<file path="src/snow_overlay_consts.svh">
/*
 Screen, sprite and colour constants for the snow overlay stage.
 Included by every RTL file that draws or composes a layer.
 Geometry in pixels, colours as 24-bit RGB.
*/
`ifndef SNOW_OVERLAY_CONSTS_SVH
`define SNOW_OVERLAY_CONSTS_SVH

// Active 1080p raster
`define SCREEN_W         1920
`define SCREEN_H         1080

// Snowflake field
`define NUM_FLAKES       12
`define FLAKE_HALF       8      // Half-size of a flake
`define FLAKE_WRAP_STEP  137    // X advance when a flake wraps to the top
`define FLAKE_X_SPACING  160    // Reset spread across the screen
`define FLAKE_Y_SPACING  90     // Reset stagger down the screen

// Pac-Man, fixed below the ghost row
`define PAC_X            960
`define PAC_Y            250
`define PAC_R2           900    // Radius 30, squared
`define PAC_MOUTH        45     // Mouth slope in 1/64 units

// Ghost row
`define NUM_GHOSTS       5
`define GHOST_Y          150
`define GHOST_X0         150
`define GHOST_X1         550
`define GHOST_X2         960
`define GHOST_X3         1180
`define GHOST_X4         1650
`define GHOST_HALF_W     20
`define GHOST_HALF_H     25
`define GHOST_R2         400    // Rounded top, radius 20 squared

// Colours
`define COL_FLAKE        24'hFF_FF_FF
`define COL_PACMAN       24'hFF_FF_00
`define COL_GHOST0       24'hFF_B0_FF  // Pink
`define COL_GHOST1       24'hFF_00_00  // Red
`define COL_GHOST2       24'h00_80_FF  // Blue
`define COL_GHOST3       24'h00_FF_00  // Green
`define COL_GHOST4       24'h80_00_FF  // Purple
`define COL_EYE          24'hFF_FF_FF
`define COL_BLACK        24'h00_00_00

`endif

</file>
<file path="src/video_stream_pkg.sv">
/*
 Types of the incoming and outgoing pixel stream.
 Colour, sync and blank bundles plus the raster position.
 Imported by every RTL module of the overlay stage.
*/
`default_nettype none

package video_stream_pkg;

    // Pixel colour, red in the top byte
    typedef struct packed {
        logic [7:0] r;
        logic [7:0] g;
        logic [7:0] b;
    } rgb_t;

    // HDMI style sync bundle, {de, vsync, hsync}
    typedef struct packed {
        logic de;
        logic vsync;
        logic hsync;
    } sync_t;

    // Blanking flags, {vblank, hblank}
    typedef struct packed {
        logic vblank;
        logic hblank;
    } blank_t;

    typedef logic [10:0] coord_t;  // Up to 2047, covers 1920

    // Current pixel on the raster
    typedef struct packed {
        coord_t x;
        coord_t y;
    } raster_pos_t;

endpackage

`default_nettype wire
</file>
<file path="src/overlay_pkg.sv">
/*
 Types of the drawing layers that sit over the video stream.
 A layer pixel carries its own hit flag, so black can still be drawn.
 Imported by the drawing modules and the compositor.
*/
`default_nettype none

package overlay_pkg;

    import video_stream_pkg::*;

    // One layer's vote for the current pixel
    typedef struct packed {
        logic hit;    // Clear means transparent
        rgb_t rgb;
    } layer_px_t;

    // Source names for priority decisions
    typedef enum logic [1:0] {
        FLAKE  = 2'd0,
        PACMAN = 2'd1,
        GHOST  = 2'd2,
        NONE   = 2'd3
    } layer_kind_e;

    // Animated snowflake state
    typedef struct packed {
        coord_t     x;
        coord_t     y;
        logic [3:0] speed;  // Pixels per frame, 1 to 8 after reset
    } flake_t;

endpackage

`default_nettype wire

</file>
<file path="src/character_sprites.sv">
/*
 Fixed character sprites.
 Draws Pac-Man with a wedge mouth and a row of five ghosts with eyes and
 a stepped hem. Purely combinational from the raster position; Pac-Man
 is drawn over the ghosts.
*/
`timescale 1ns/1ps
`default_nettype none

module character_sprites
    import video_stream_pkg::*;
    import overlay_pkg::*;
(
    input  wire raster_pos_t pos_i,
    output layer_px_t        layer_o
);

`include "snow_overlay_consts.svh"

    localparam int   GHOST_XS  [`NUM_GHOSTS] = '{`GHOST_X0, `GHOST_X1, `GHOST_X2,
                                                 `GHOST_X3, `GHOST_X4};
    localparam rgb_t GHOST_COLS[`NUM_GHOSTS] = '{`COL_GHOST0, `COL_GHOST1, `COL_GHOST2,
                                                 `COL_GHOST3, `COL_GHOST4};

    layer_px_t   ghost_l[`NUM_GHOSTS];  // Per ghost
    layer_px_t   pac;
    layer_px_t   ghost;                 // Winning ghost
    layer_kind_e src;

    // Disc minus a wedge opening to the right
    function automatic layer_px_t pacman_px(input raster_pos_t p);
        logic signed [12:0] rx;
        logic signed [12:0] ry;
        logic signed [12:0] ay;
        logic signed [26:0] d2;
        rx = 13'(p.x) - 13'(`PAC_X);
        ry = 13'(p.y) - 13'(`PAC_Y);
        ay = (ry < 0) ? -ry : ry;
        d2 = rx * rx + ry * ry;
        pacman_px.rgb = `COL_PACMAN;
        pacman_px.hit = (d2 < `PAC_R2) &&
                        !((rx > 0) && (ay * 64 < rx * `PAC_MOUTH));  // Mouth cut
    endfunction

    function automatic layer_px_t ghost_px(input raster_pos_t p, input int gx, input rgb_t col);
        logic signed [12:0] rx;
        logic signed [12:0] ry;
        logic signed [12:0] ax;
        logic signed [12:0] ay;
        logic signed [26:0] d2;
        rx = 13'(p.x) - 13'(gx);
        ry = 13'(p.y) - 13'(`GHOST_Y);
        ax = (rx < 0) ? -rx : rx;
        ay = (ry < 0) ? -ry : ry;
        d2 = ax * ax + (ry + 13'sd5) * (ry + 13'sd5);
        ghost_px = '0;
        if (ax <= `GHOST_HALF_W && ay <= `GHOST_HALF_H) begin
            if (ry < -5) begin
                ghost_px.hit = (d2 < `GHOST_R2);     // Rounded top
            end else if (ry < 20) begin
                ghost_px.hit = 1'b1;                 // Body band
            end else begin                           // Stepped hem, five teeth
                ghost_px.hit = (rx >= -20 && rx < -12 && ry < 22) ||
                               (rx >= -12 && rx <  -4 && ry < 24) ||
                               (rx >=  -4 && rx <   4 && ry < 25) ||
                               (rx >=   4 && rx <  12 && ry < 24) ||
                               (rx >=  12 && rx <  20 && ry < 22);
            end
            ghost_px.rgb = col;
            if (ax >= 6 && ax <= 12 && ry >= -10 && ry <= -4) begin
                ghost_px.rgb = `COL_EYE;
            end
            if (ax >= 8 && ax <= 10 && ry >= -8 && ry <= -6) begin
                ghost_px.rgb = `COL_BLACK;           // Pupil, still a hit
            end
        end
    endfunction

    for (genvar g = 0; g < `NUM_GHOSTS; g++) begin : g_ghost
        assign ghost_l[g] = ghost_px(pos_i, GHOST_XS[g], GHOST_COLS[g]);
    end

    assign pac = pacman_px(pos_i);

    always_comb begin
        ghost = '0;
        for (int g = 0; g < `NUM_GHOSTS; g++) begin
            if (ghost_l[g].hit) ghost = ghost_l[g];  // Later ghost on top
        end

        src = NONE;
        if (ghost.hit) src = GHOST;
        if (pac.hit)   src = PACMAN;                 // Pac-Man over ghosts

        case (src)
            PACMAN:  layer_o = pac;
            GHOST:   layer_o = ghost;
            default: layer_o = '0;
        endcase
    end

endmodule

`default_nettype wire

</file>
<file path="src/layer_compositor.sv">
/*
 Layer compositor and output register.
 Priority is flakes, then characters, then a black background.
 Colour and sync leave one enabled cycle after the pixel is seen.
*/
`timescale 1ns/1ps
`default_nettype none

module layer_compositor
    import video_stream_pkg::*;
    import overlay_pkg::*;
(
    input  wire logic      clk_i,
    input  wire logic      rst_i,
    input  wire logic      cen_i,
    input  wire sync_t     sync_i,
    input  wire layer_px_t char_i,
    input  wire layer_px_t flake_i,
    output rgb_t           rgb_o,
    output sync_t          sync_o
);

`include "snow_overlay_consts.svh"

    layer_kind_e win;     // Top layer at this pixel
    rgb_t        rgb_d;
    rgb_t        rgb_q;
    sync_t       sync_q;

    always_comb begin
        win = NONE;
        if (char_i.hit)  win = PACMAN;   // Character layer, Pac-Man or ghost
        if (flake_i.hit) win = FLAKE;    // Snow falls in front

        case (win)
            FLAKE:          rgb_d = flake_i.rgb;
            PACMAN, GHOST:  rgb_d = char_i.rgb;
            default:        rgb_d = `COL_BLACK;
        endcase
    end

    always_ff @(posedge clk_i) begin
        if (rst_i) begin
            rgb_q  <= '0;
            sync_q <= '0;
        end else if (cen_i) begin
            rgb_q  <= rgb_d;
            sync_q <= sync_i;            // Same delay as the colour
        end
    end

    assign rgb_o  = rgb_q;
    assign sync_o = sync_q;

endmodule

`default_nettype wire

</file>
<file path="src/raster_position.sv">
/*
 Raster position tracker.
 Recovers x and y from the blanking flags of the pixel stream and flags
 the first active line of each frame. Advances only on enabled cycles.
*/
`timescale 1ns/1ps
`default_nettype none

module raster_position
    import video_stream_pkg::*;
(
    input  wire logic        clk_i,
    input  wire logic        rst_i,
    input  wire logic        cen_i,          // Pixel enable
    input  wire blank_t      blank_i,
    output raster_pos_t      pos_o,
    output logic             frame_start_o   // Vblank falling cycle
);

    logic   hblank_q;   // Previous hblank
    logic   vblank_q;   // Previous vblank
    coord_t x_q;
    coord_t y_q;

    logic   h_fall;     // Leaving hblank, line starts
    logic   h_rise;     // Entering hblank, line ends
    logic   v_fall;     // Leaving vblank, frame starts

    assign h_fall = hblank_q & ~blank_i.hblank;
    assign h_rise = ~hblank_q & blank_i.hblank;
    assign v_fall = vblank_q & ~blank_i.vblank;

    always_ff @(posedge clk_i) begin
        if (rst_i) begin
            hblank_q <= 1'b0;
            vblank_q <= 1'b0;
            x_q      <= '0;
            y_q      <= '0;
        end else if (cen_i) begin
            hblank_q <= blank_i.hblank;
            vblank_q <= blank_i.vblank;

            if (h_fall) begin
                x_q <= '0;                  // First active pixel of the line
            end else if (!blank_i.hblank) begin
                x_q <= x_q + 11'd1;
            end

            // Frame start wins over a line end in the same cycle
            if (v_fall) begin
                y_q <= '0;
            end else if (h_rise) begin
                y_q <= y_q + 11'd1;
            end
        end
    end

    assign pos_o.x       = x_q;
    assign pos_o.y       = y_q;
    assign frame_start_o = v_fall;  // Consumer qualifies with cen_i

endmodule

`default_nettype wire

</file>
<file path="src/snow_overlay_top.sv">
/*
 Snow overlay stage, top level.
 Tracks the raster, draws snow and characters and composes them over
 black. One enabled cycle from input pixel to rgb_o and sync_o.
*/
`timescale 1ns/1ps
`default_nettype none

module snow_overlay_top
    import video_stream_pkg::*;
    import overlay_pkg::*;
(
    input  wire logic   clk_i,
    input  wire logic   rst_i,
    input  wire logic   cen_i,     // Pixel enable, low stalls everything
    input  wire blank_t blank_i,
    input  wire sync_t  sync_i,
    output rgb_t        rgb_o,
    output sync_t       sync_o
);

    raster_pos_t pos;
    logic        frame_start;
    layer_px_t   flake_l;
    layer_px_t   char_l;

    raster_position u_raster (
        .clk_i         (clk_i),
        .rst_i         (rst_i),
        .cen_i         (cen_i),
        .blank_i       (blank_i),
        .pos_o         (pos),
        .frame_start_o (frame_start)
    );

    snowflake_field u_snow (
        .clk_i         (clk_i),
        .rst_i         (rst_i),
        .cen_i         (cen_i),
        .frame_start_i (frame_start),
        .pos_i         (pos),
        .layer_o       (flake_l)
    );

    character_sprites u_chars (
        .pos_i   (pos),
        .layer_o (char_l)
    );

    layer_compositor u_comp (
        .clk_i   (clk_i),
        .rst_i   (rst_i),
        .cen_i   (cen_i),
        .sync_i  (sync_i),
        .char_i  (char_l),
        .flake_i (flake_l),
        .rgb_o   (rgb_o),
        .sync_o  (sync_o)
    );

endmodule

`default_nettype wire

</file>
<file path="src/snowflake_field.sv">
/*
 Snowflake field.
 Holds twelve flakes, moves them down once per frame and wraps them to
 the top with a shifted x. Draws a small star per flake around its centre
 and reports a hit for the current raster position, combinationally.
*/
`timescale 1ns/1ps
`default_nettype none

module snowflake_field
    import video_stream_pkg::*;
    import overlay_pkg::*;
(
    input  wire logic        clk_i,
    input  wire logic        rst_i,
    input  wire logic        cen_i,
    input  wire logic        frame_start_i,
    input  wire raster_pos_t pos_i,
    output layer_px_t        layer_o
);

`include "snow_overlay_consts.svh"

    flake_t                  flakes  [`NUM_FLAKES];
    flake_t                  flake_nx[`NUM_FLAKES];  // Positions for the next frame
    logic [`NUM_FLAKES-1:0]  hit;                    // One bit per flake

    // Star shape: centre, two bars and the 45 degree diagonals
    function automatic logic flake_hit(input raster_pos_t p, input flake_t f);
        coord_t dx;
        coord_t dy;
        dx = (p.x >= f.x) ? p.x - f.x : f.x - p.x;
        dy = (p.y >= f.y) ? p.y - f.y : f.y - p.y;
        flake_hit = (dx <= `FLAKE_HALF) && (dy <= `FLAKE_HALF) &&
                    ((dx < 2 && dy < 2) ||                     // Centre
                     (dy < 2 && dx < `FLAKE_HALF) ||           // Horizontal bar
                     (dx < 2 && dy < `FLAKE_HALF) ||           // Vertical bar
                     (dx == dy && dx < `FLAKE_HALF));          // Diagonals
    endfunction

    // Fall by speed, wrap to the top with a new column
    always_comb begin
        logic [11:0] y_sum;
        logic [11:0] x_sum;
        for (int j = 0; j < `NUM_FLAKES; j++) begin
            y_sum       = {1'b0, flakes[j].y} + 12'(flakes[j].speed);
            x_sum       = {1'b0, flakes[j].x} + 12'(`FLAKE_WRAP_STEP);
            flake_nx[j] = flakes[j];
            if (y_sum >= 12'(`SCREEN_H)) begin
                flake_nx[j].y = '0;
                flake_nx[j].x = (x_sum >= 12'(`SCREEN_W)) ?
                                coord_t'(x_sum - 12'(`SCREEN_W)) : coord_t'(x_sum);
            end else begin
                flake_nx[j].y = coord_t'(y_sum);
            end
        end
    end

    always_ff @(posedge clk_i) begin
        if (rst_i) begin
            for (int j = 0; j < `NUM_FLAKES; j++) begin  // Spread over the screen
                flakes[j].x     <= coord_t'((j * `FLAKE_X_SPACING) % `SCREEN_W);
                flakes[j].y     <= coord_t'((j * `FLAKE_Y_SPACING) % `SCREEN_H);
                flakes[j].speed <= 4'((j % 8) + 1);
            end
        end else if (cen_i && frame_start_i) begin
            flakes <= flake_nx;                          // Once per frame
        end
    end

    for (genvar j = 0; j < `NUM_FLAKES; j++) begin : g_draw
        assign hit[j] = flake_hit(pos_i, flakes[j]);
    end

    // All flakes share one colour, so the top flake is just any hit
    always_comb begin
        layer_o.hit = |hit;
        layer_o.rgb = layer_o.hit ? rgb_t'(`COL_FLAKE) : rgb_t'(`COL_BLACK);
    end

endmodule

`default_nettype wire

</file>
<file path="config.mk">
export PLATFORM = sky130hd
export DESIGN_NAME = snow_overlay_top
export DESIGN_NICKNAME = d
export VERILOG_FILES = /design/src/video_stream_pkg.sv /design/src/overlay_pkg.sv /design/src/character_sprites.sv /design/src/layer_compositor.sv /design/src/raster_position.sv /design/src/snow_overlay_top.sv /design/src/snowflake_field.sv
export VERILOG_INCLUDE_DIRS = /design/src
export SDC_FILE = /design/constraint.sdc
export NUM_CORES = 2
export LEC_CHECK = 0
export ABC_AREA = 1
export CAP_MARGIN = 25
export CORE_MARGIN = 10
export CORE_UTILIZATION = 52
export CTS_BUF_LIST = sky130_fd_sc_hd__clkbuf_8
export CTS_CLUSTER_SIZE = 30
export DETAILED_ROUTE_END_ITERATION = 6
export DONT_BUFFER_PORTS = 1
export GPL_TIMING_DRIVEN = 0
export HOLD_SLACK_MARGIN = 0.02
export MAX_ROUTING_LAYER = met4
export PLACE_DENSITY = 0.75
export SYNTH_ARGS = -nofsm -noshare
export SYNTH_HDL_FRONTEND = slang
export SYNTH_SLANG_ARGS = --single-unit
</file>
<file path="constraint.sdc">
create_clock -name clk_i -period 35.5 [get_ports clk_i]
set_clock_uncertainty 0.2 [all_clocks]
set_input_delay 7.1 -clock clk_i [delete_from_list [all_inputs] [get_ports clk_i]]
set_output_delay 7.1 -clock clk_i [all_outputs]
set_load 0.02 [all_outputs]
</file>
==> results <==
- By area the synthesized netlist is led by fa_1, ha_1, inv_1, nand2_1, dfxtp_1.
- At the worst endpoint, the arrival time is around 18 ns.
- Among all flip-flop cells after synthesis, the most frequent one is dfxtp_1.
- After detailed routing, the total wire length is 313000 µm.
- The most used routing layer is met2.
- The final-report max-slew violation count is 0.
- In this run, post-CTS hold repair placed 0 buffers.
- The fraction of the mapped netlist area in adder cells is 42.2%.
- The library cell used most frequently in the layout, excluding fill and tap cells, is inv_1.
- The final reports fail on design-rule violations.
- The area overhead of the layout relative to synthesis is 7.12%.
- Gates resized during post-CTS repair numbered 0.
- The path class of the tightest hold or removal check is flop to flop.
- For flop-to-flop paths, the worst setup slack is ~18 ns.
- Post-CTS timing repair inserted 0 buffers for setup.
- The routed wire length per instance is 17.8 µm.
- The total global-route track usage is between 20% and 30%.
- The flow ran to the end, but the final reports show violations.
- TritonCTS built the clock tree.
- The total iterations of the first detailed-routing run is 7.
- No sink is reached through more buffers than the 3 on the longest clock path.
- After clock tree synthesis, the clock-pin slew on the worst setup and hold paths is about 0.070 ns.
- The detail route stage leaves a number of antenna-violating nets equal to 0.
- The max-cap violation count is 0.
- For met2 alone, demand over resource in global routing was between 40% and 50%.
- The pin slew with the least headroom to its limit is between 1 and 1.5 ns.
- The pin count of the biggest net entering global routing is 29.
- In this design, the stage delay of the slowest critical-path cell is ~1.0 ns.
- In this run the most critical hold path is launched from u_raster.vblank_q.
- Measured against its own limit, the worst slew margin works out to between 15 and 20%.
- The share of the synthesized netlist area taken by xor and xnor gates is around 6.6%.
- In this run the worst path has a maximum fanout of 19.
- At the end of routability-driven placement, the weighted congestion stood at around 1.
- The net count of the finished layout is approximately 18000.
- The final critical path takes up 49.9% of the cycle.
- In this run, CTS created clock tree buffers numbering between 50 and 60.
- The hold violation total from the final report is 0.
- The count of synthesis-stage warnings from yosys is 0.
- The area share of the largest cell type after synthesis is 27.5%.
- In the routed design, unresolved DRC markers number 4.
- After synthesis, the share of flip-flops with an asynchronous set or reset is 0%.
- Across all layers, the routed design uses just over 90000 vias.
- Counting every sink on the clock net gives 290.
- The number of instances in the synthesized netlist is approximately 14000.
- Buffers placed on the I/O ports in this run total 0.
- The tightest hold path in the finished design has a slack of 0.275 ns.
- The number of DRC violations after detailed-routing iteration 0 is around 7500.
- The CTS root buffer is clkbuf_8.
- The total number of placement rows is roughly 160.
- Dividing the synthesized area by the synthesized cell count gives ~7.1 µm².
- The detailed placement HPWL is ~260000 µm.
- The count of flip-flops with a built-in enable after synthesis is 0.
- By area, the combinational part of the netlist is dominated by adder cells.
- The count of endpoints failing setup in the final report is 0.
- The die outline width is about 460 µm.
- The total I/O pin count is 35.
- For the worst setup path, the data required time is approximately 36 ns.
- The mapped netlist covers between 0.1 and 0.15 mm².
- The post-detailed-route via-to-cell ratio is around 5.3.
- The biggest area contributor in the post-synthesis netlist is fa_1.
- The path depth of the worst reg2reg path is 65.
- The final sum of negative setup slack is 0 ns.
- The first global-routing pass estimated approximately 500000 µm of wire.
- The maximum clock rate is 56.4 MHz.
- The die area is between 0.2 and 0.25 mm².
- The endpoint with the worst hold slack is u_raster.vblank_q.
- Global routing finished with a remaining overflow of 0.
- The sequential area share after synthesis is under 10%.
- The global-route met3 utilization is a little under 4%.
- The via count of the first global-routing pass is 90446.
- The critical path endpoint category is a flop.
- The share of final-layout standard cells stronger than drive strength 1 is 3.23%.
- The critical path is of the flop to flop type.
- The reg-to-reg critical path startpoint is u_raster.y_q[2].
- The register bit total from synthesis is 290.
- The slowest stage of the critical path is the dfxtp_2 cell.
- Summing the areas of all compound-gate instances in the mapped netlist gives a little over 9% of the synthesized area.
- The library cells used most frequently in the layout, excluding fill and tap cells, are inv_1, nand2_1, fa_1, ha_1, nor2_1.
- The worst setup path is launched from a flop.
- Setup repair after global routing left no endpoint under its margin.
- The capturing point of the worst reg2reg path is u_comp.rgb_o[6].
- After floorplanning, the core was sized to cover between 0.15 and 0.2 mm².
- The distinct cell type count after synthesis is 80.
- Of the total synthesized cell area, the portion taken by AND, OR, NAND and NOR gates is 23.0%.
- The worst hold path stage count is 2.
- The clock tree synthesis step divided the H-tree into 2 levels.
- The time the worst path needs with I/O delays and setup is 17.73 ns.
- The die height is 463 µm.
- The layout has approximately 19000 filler cells.
- The clock latency on the worst-skew pair is ~0.75 ns.
- Of the post-synthesis cell area, the part taken by muxes is less than 1%.
- The number of antenna violations at the first check in global routing is 11.
- The global-route met1 utilization is between 30% and 40%.
- Once the floorplan was initialized, standard cells occupied 52.4% of the core.
## flip-flops by register name, summed over array words and instances, names as in the netlist
| signal | flops |
|---|---|
| u_raster.vblank_q | 1 |
| u_raster.hblank_q | 1 |
| u_raster.y_q | 11 |
| u_snow.flakes | 257 |
| u_comp.sync_o | 3 |
| u_raster.x_q | 11 |
| u_comp.rgb_o | 6 |
## synth_stat cells (12+ instances only)
master / n
or2_2: 30
a31oi_1: 31
nand2_1: 3099
a21oi_1: 745
xor2_1: 566
nor3_1: 148
inv_1: 3170
buf_1: 12
buf_2: 63
clkbuf_1: 177
o21a_1: 22
o21ai_0: 493
fa_1: 1403
nand3b_1: 41
nor4_1: 16
o21ai_1: 26
ha_1: 1207
o211ai_1: 63
and2_1: 19
o32ai_1: 42
nand3_1: 796
nor2_1: 1196
a21boi_0: 15
o21bai_1: 67
nor2_2: 22
buf_4: 26
xnor2_1: 189
nand2_2: 28
a211oi_1: 31
clkinv_1: 17
nor3b_1: 16
o31ai_1: 26
nand4_1: 174
dfxtp_1: 290
inv_2: 38
a21o_1: 48
## worst max-delay path by stage
stage / start / endpoint / cells after the start
2_1_floorplan: u_raster.y_q[1] / u_comp.rgb_o[14] / 66
3_3_place_gp: u_raster.y_q[1] / u_comp.rgb_o[14] / 63
3_5_place_dp: u_raster.y_q[2] / u_comp.rgb_o[14] / 63
4_1_cts: u_raster.y_q[2] / u_comp.rgb_o[14] / 64
5_1_grt: u_raster.y_q[2] / u_comp.rgb_o[15] / 66
6_report: u_raster.y_q[2] / u_comp.rgb_o[6] / 65
## stage by stage
stage | utilization (%) | setup WS (ns) | cells | area, µm²
3_5_place_dp | 55.3 | 17.97 | 17483 | 108000
2_1_floorplan | - | 20.44 | 14794 | 103000
6_report | 56.1 | 17.77 | 17607 | 110000
3_3_place_gp | 54.6 | 13.09 | 17418 | 107000
4_1_cts | 56.1 | 17.97 | 17589 | 109000
5_1_grt | 56.1 | 17.11 | 17599 | 109000
## worst max-delay path, delay by kind of cell, from the launching register on
kind | cells | cell delay, ns
compound gates | 15 | 3.52
xor+xnor | 2 | 0.97
fa+ha+maj | 15 | 6.85
buf+inv | 14 | 2.48
flops | 1 | 1.02
simple gates | 19 | 2.50
## cell families after synthesis
| kind of cell | after synthesis |
|---|---|
| XOR/XNOR | 764 |
| AND/OR/NAND/NOR | 5630 |
| other | 2 |
| flip-flops | 290 |
| AO/OA/AOI/OAI | 1665 |
| buffers and inverters | 3521 |
| multiplexers | 3 |
| adder cells (fa/ha/maj) | 2610 |
## final cells by class
type / count / area [µm²] / area share, %
diodes: 17 / 42.5 / 0.0388
flip-flops and latches: 290 / 5840 / 5.33
plain buffers: 292 / 1380 / 1.26
multi-input cells: 10983 / 84200 / 76.9
clock buffers: 72 / 991 / 0.905
repair buffers: 66 / 1160 / 1.06
inverters: 3229 / 12100 / 11.1
clock inverters: 34 / 498 / 0.455
well taps: 2624 / 3280 / 3.00
## metal layers
metal	routed length [µm]	part of all wire (%)
met3	23700	7.6
met1	128000	41
met2	144000	46
met5	0	0
met4	17900	5.7
Power is left out: the tool's default activity adds up to more than one toggle a clock period on the data nets, which glitch-free logic cannot reach.
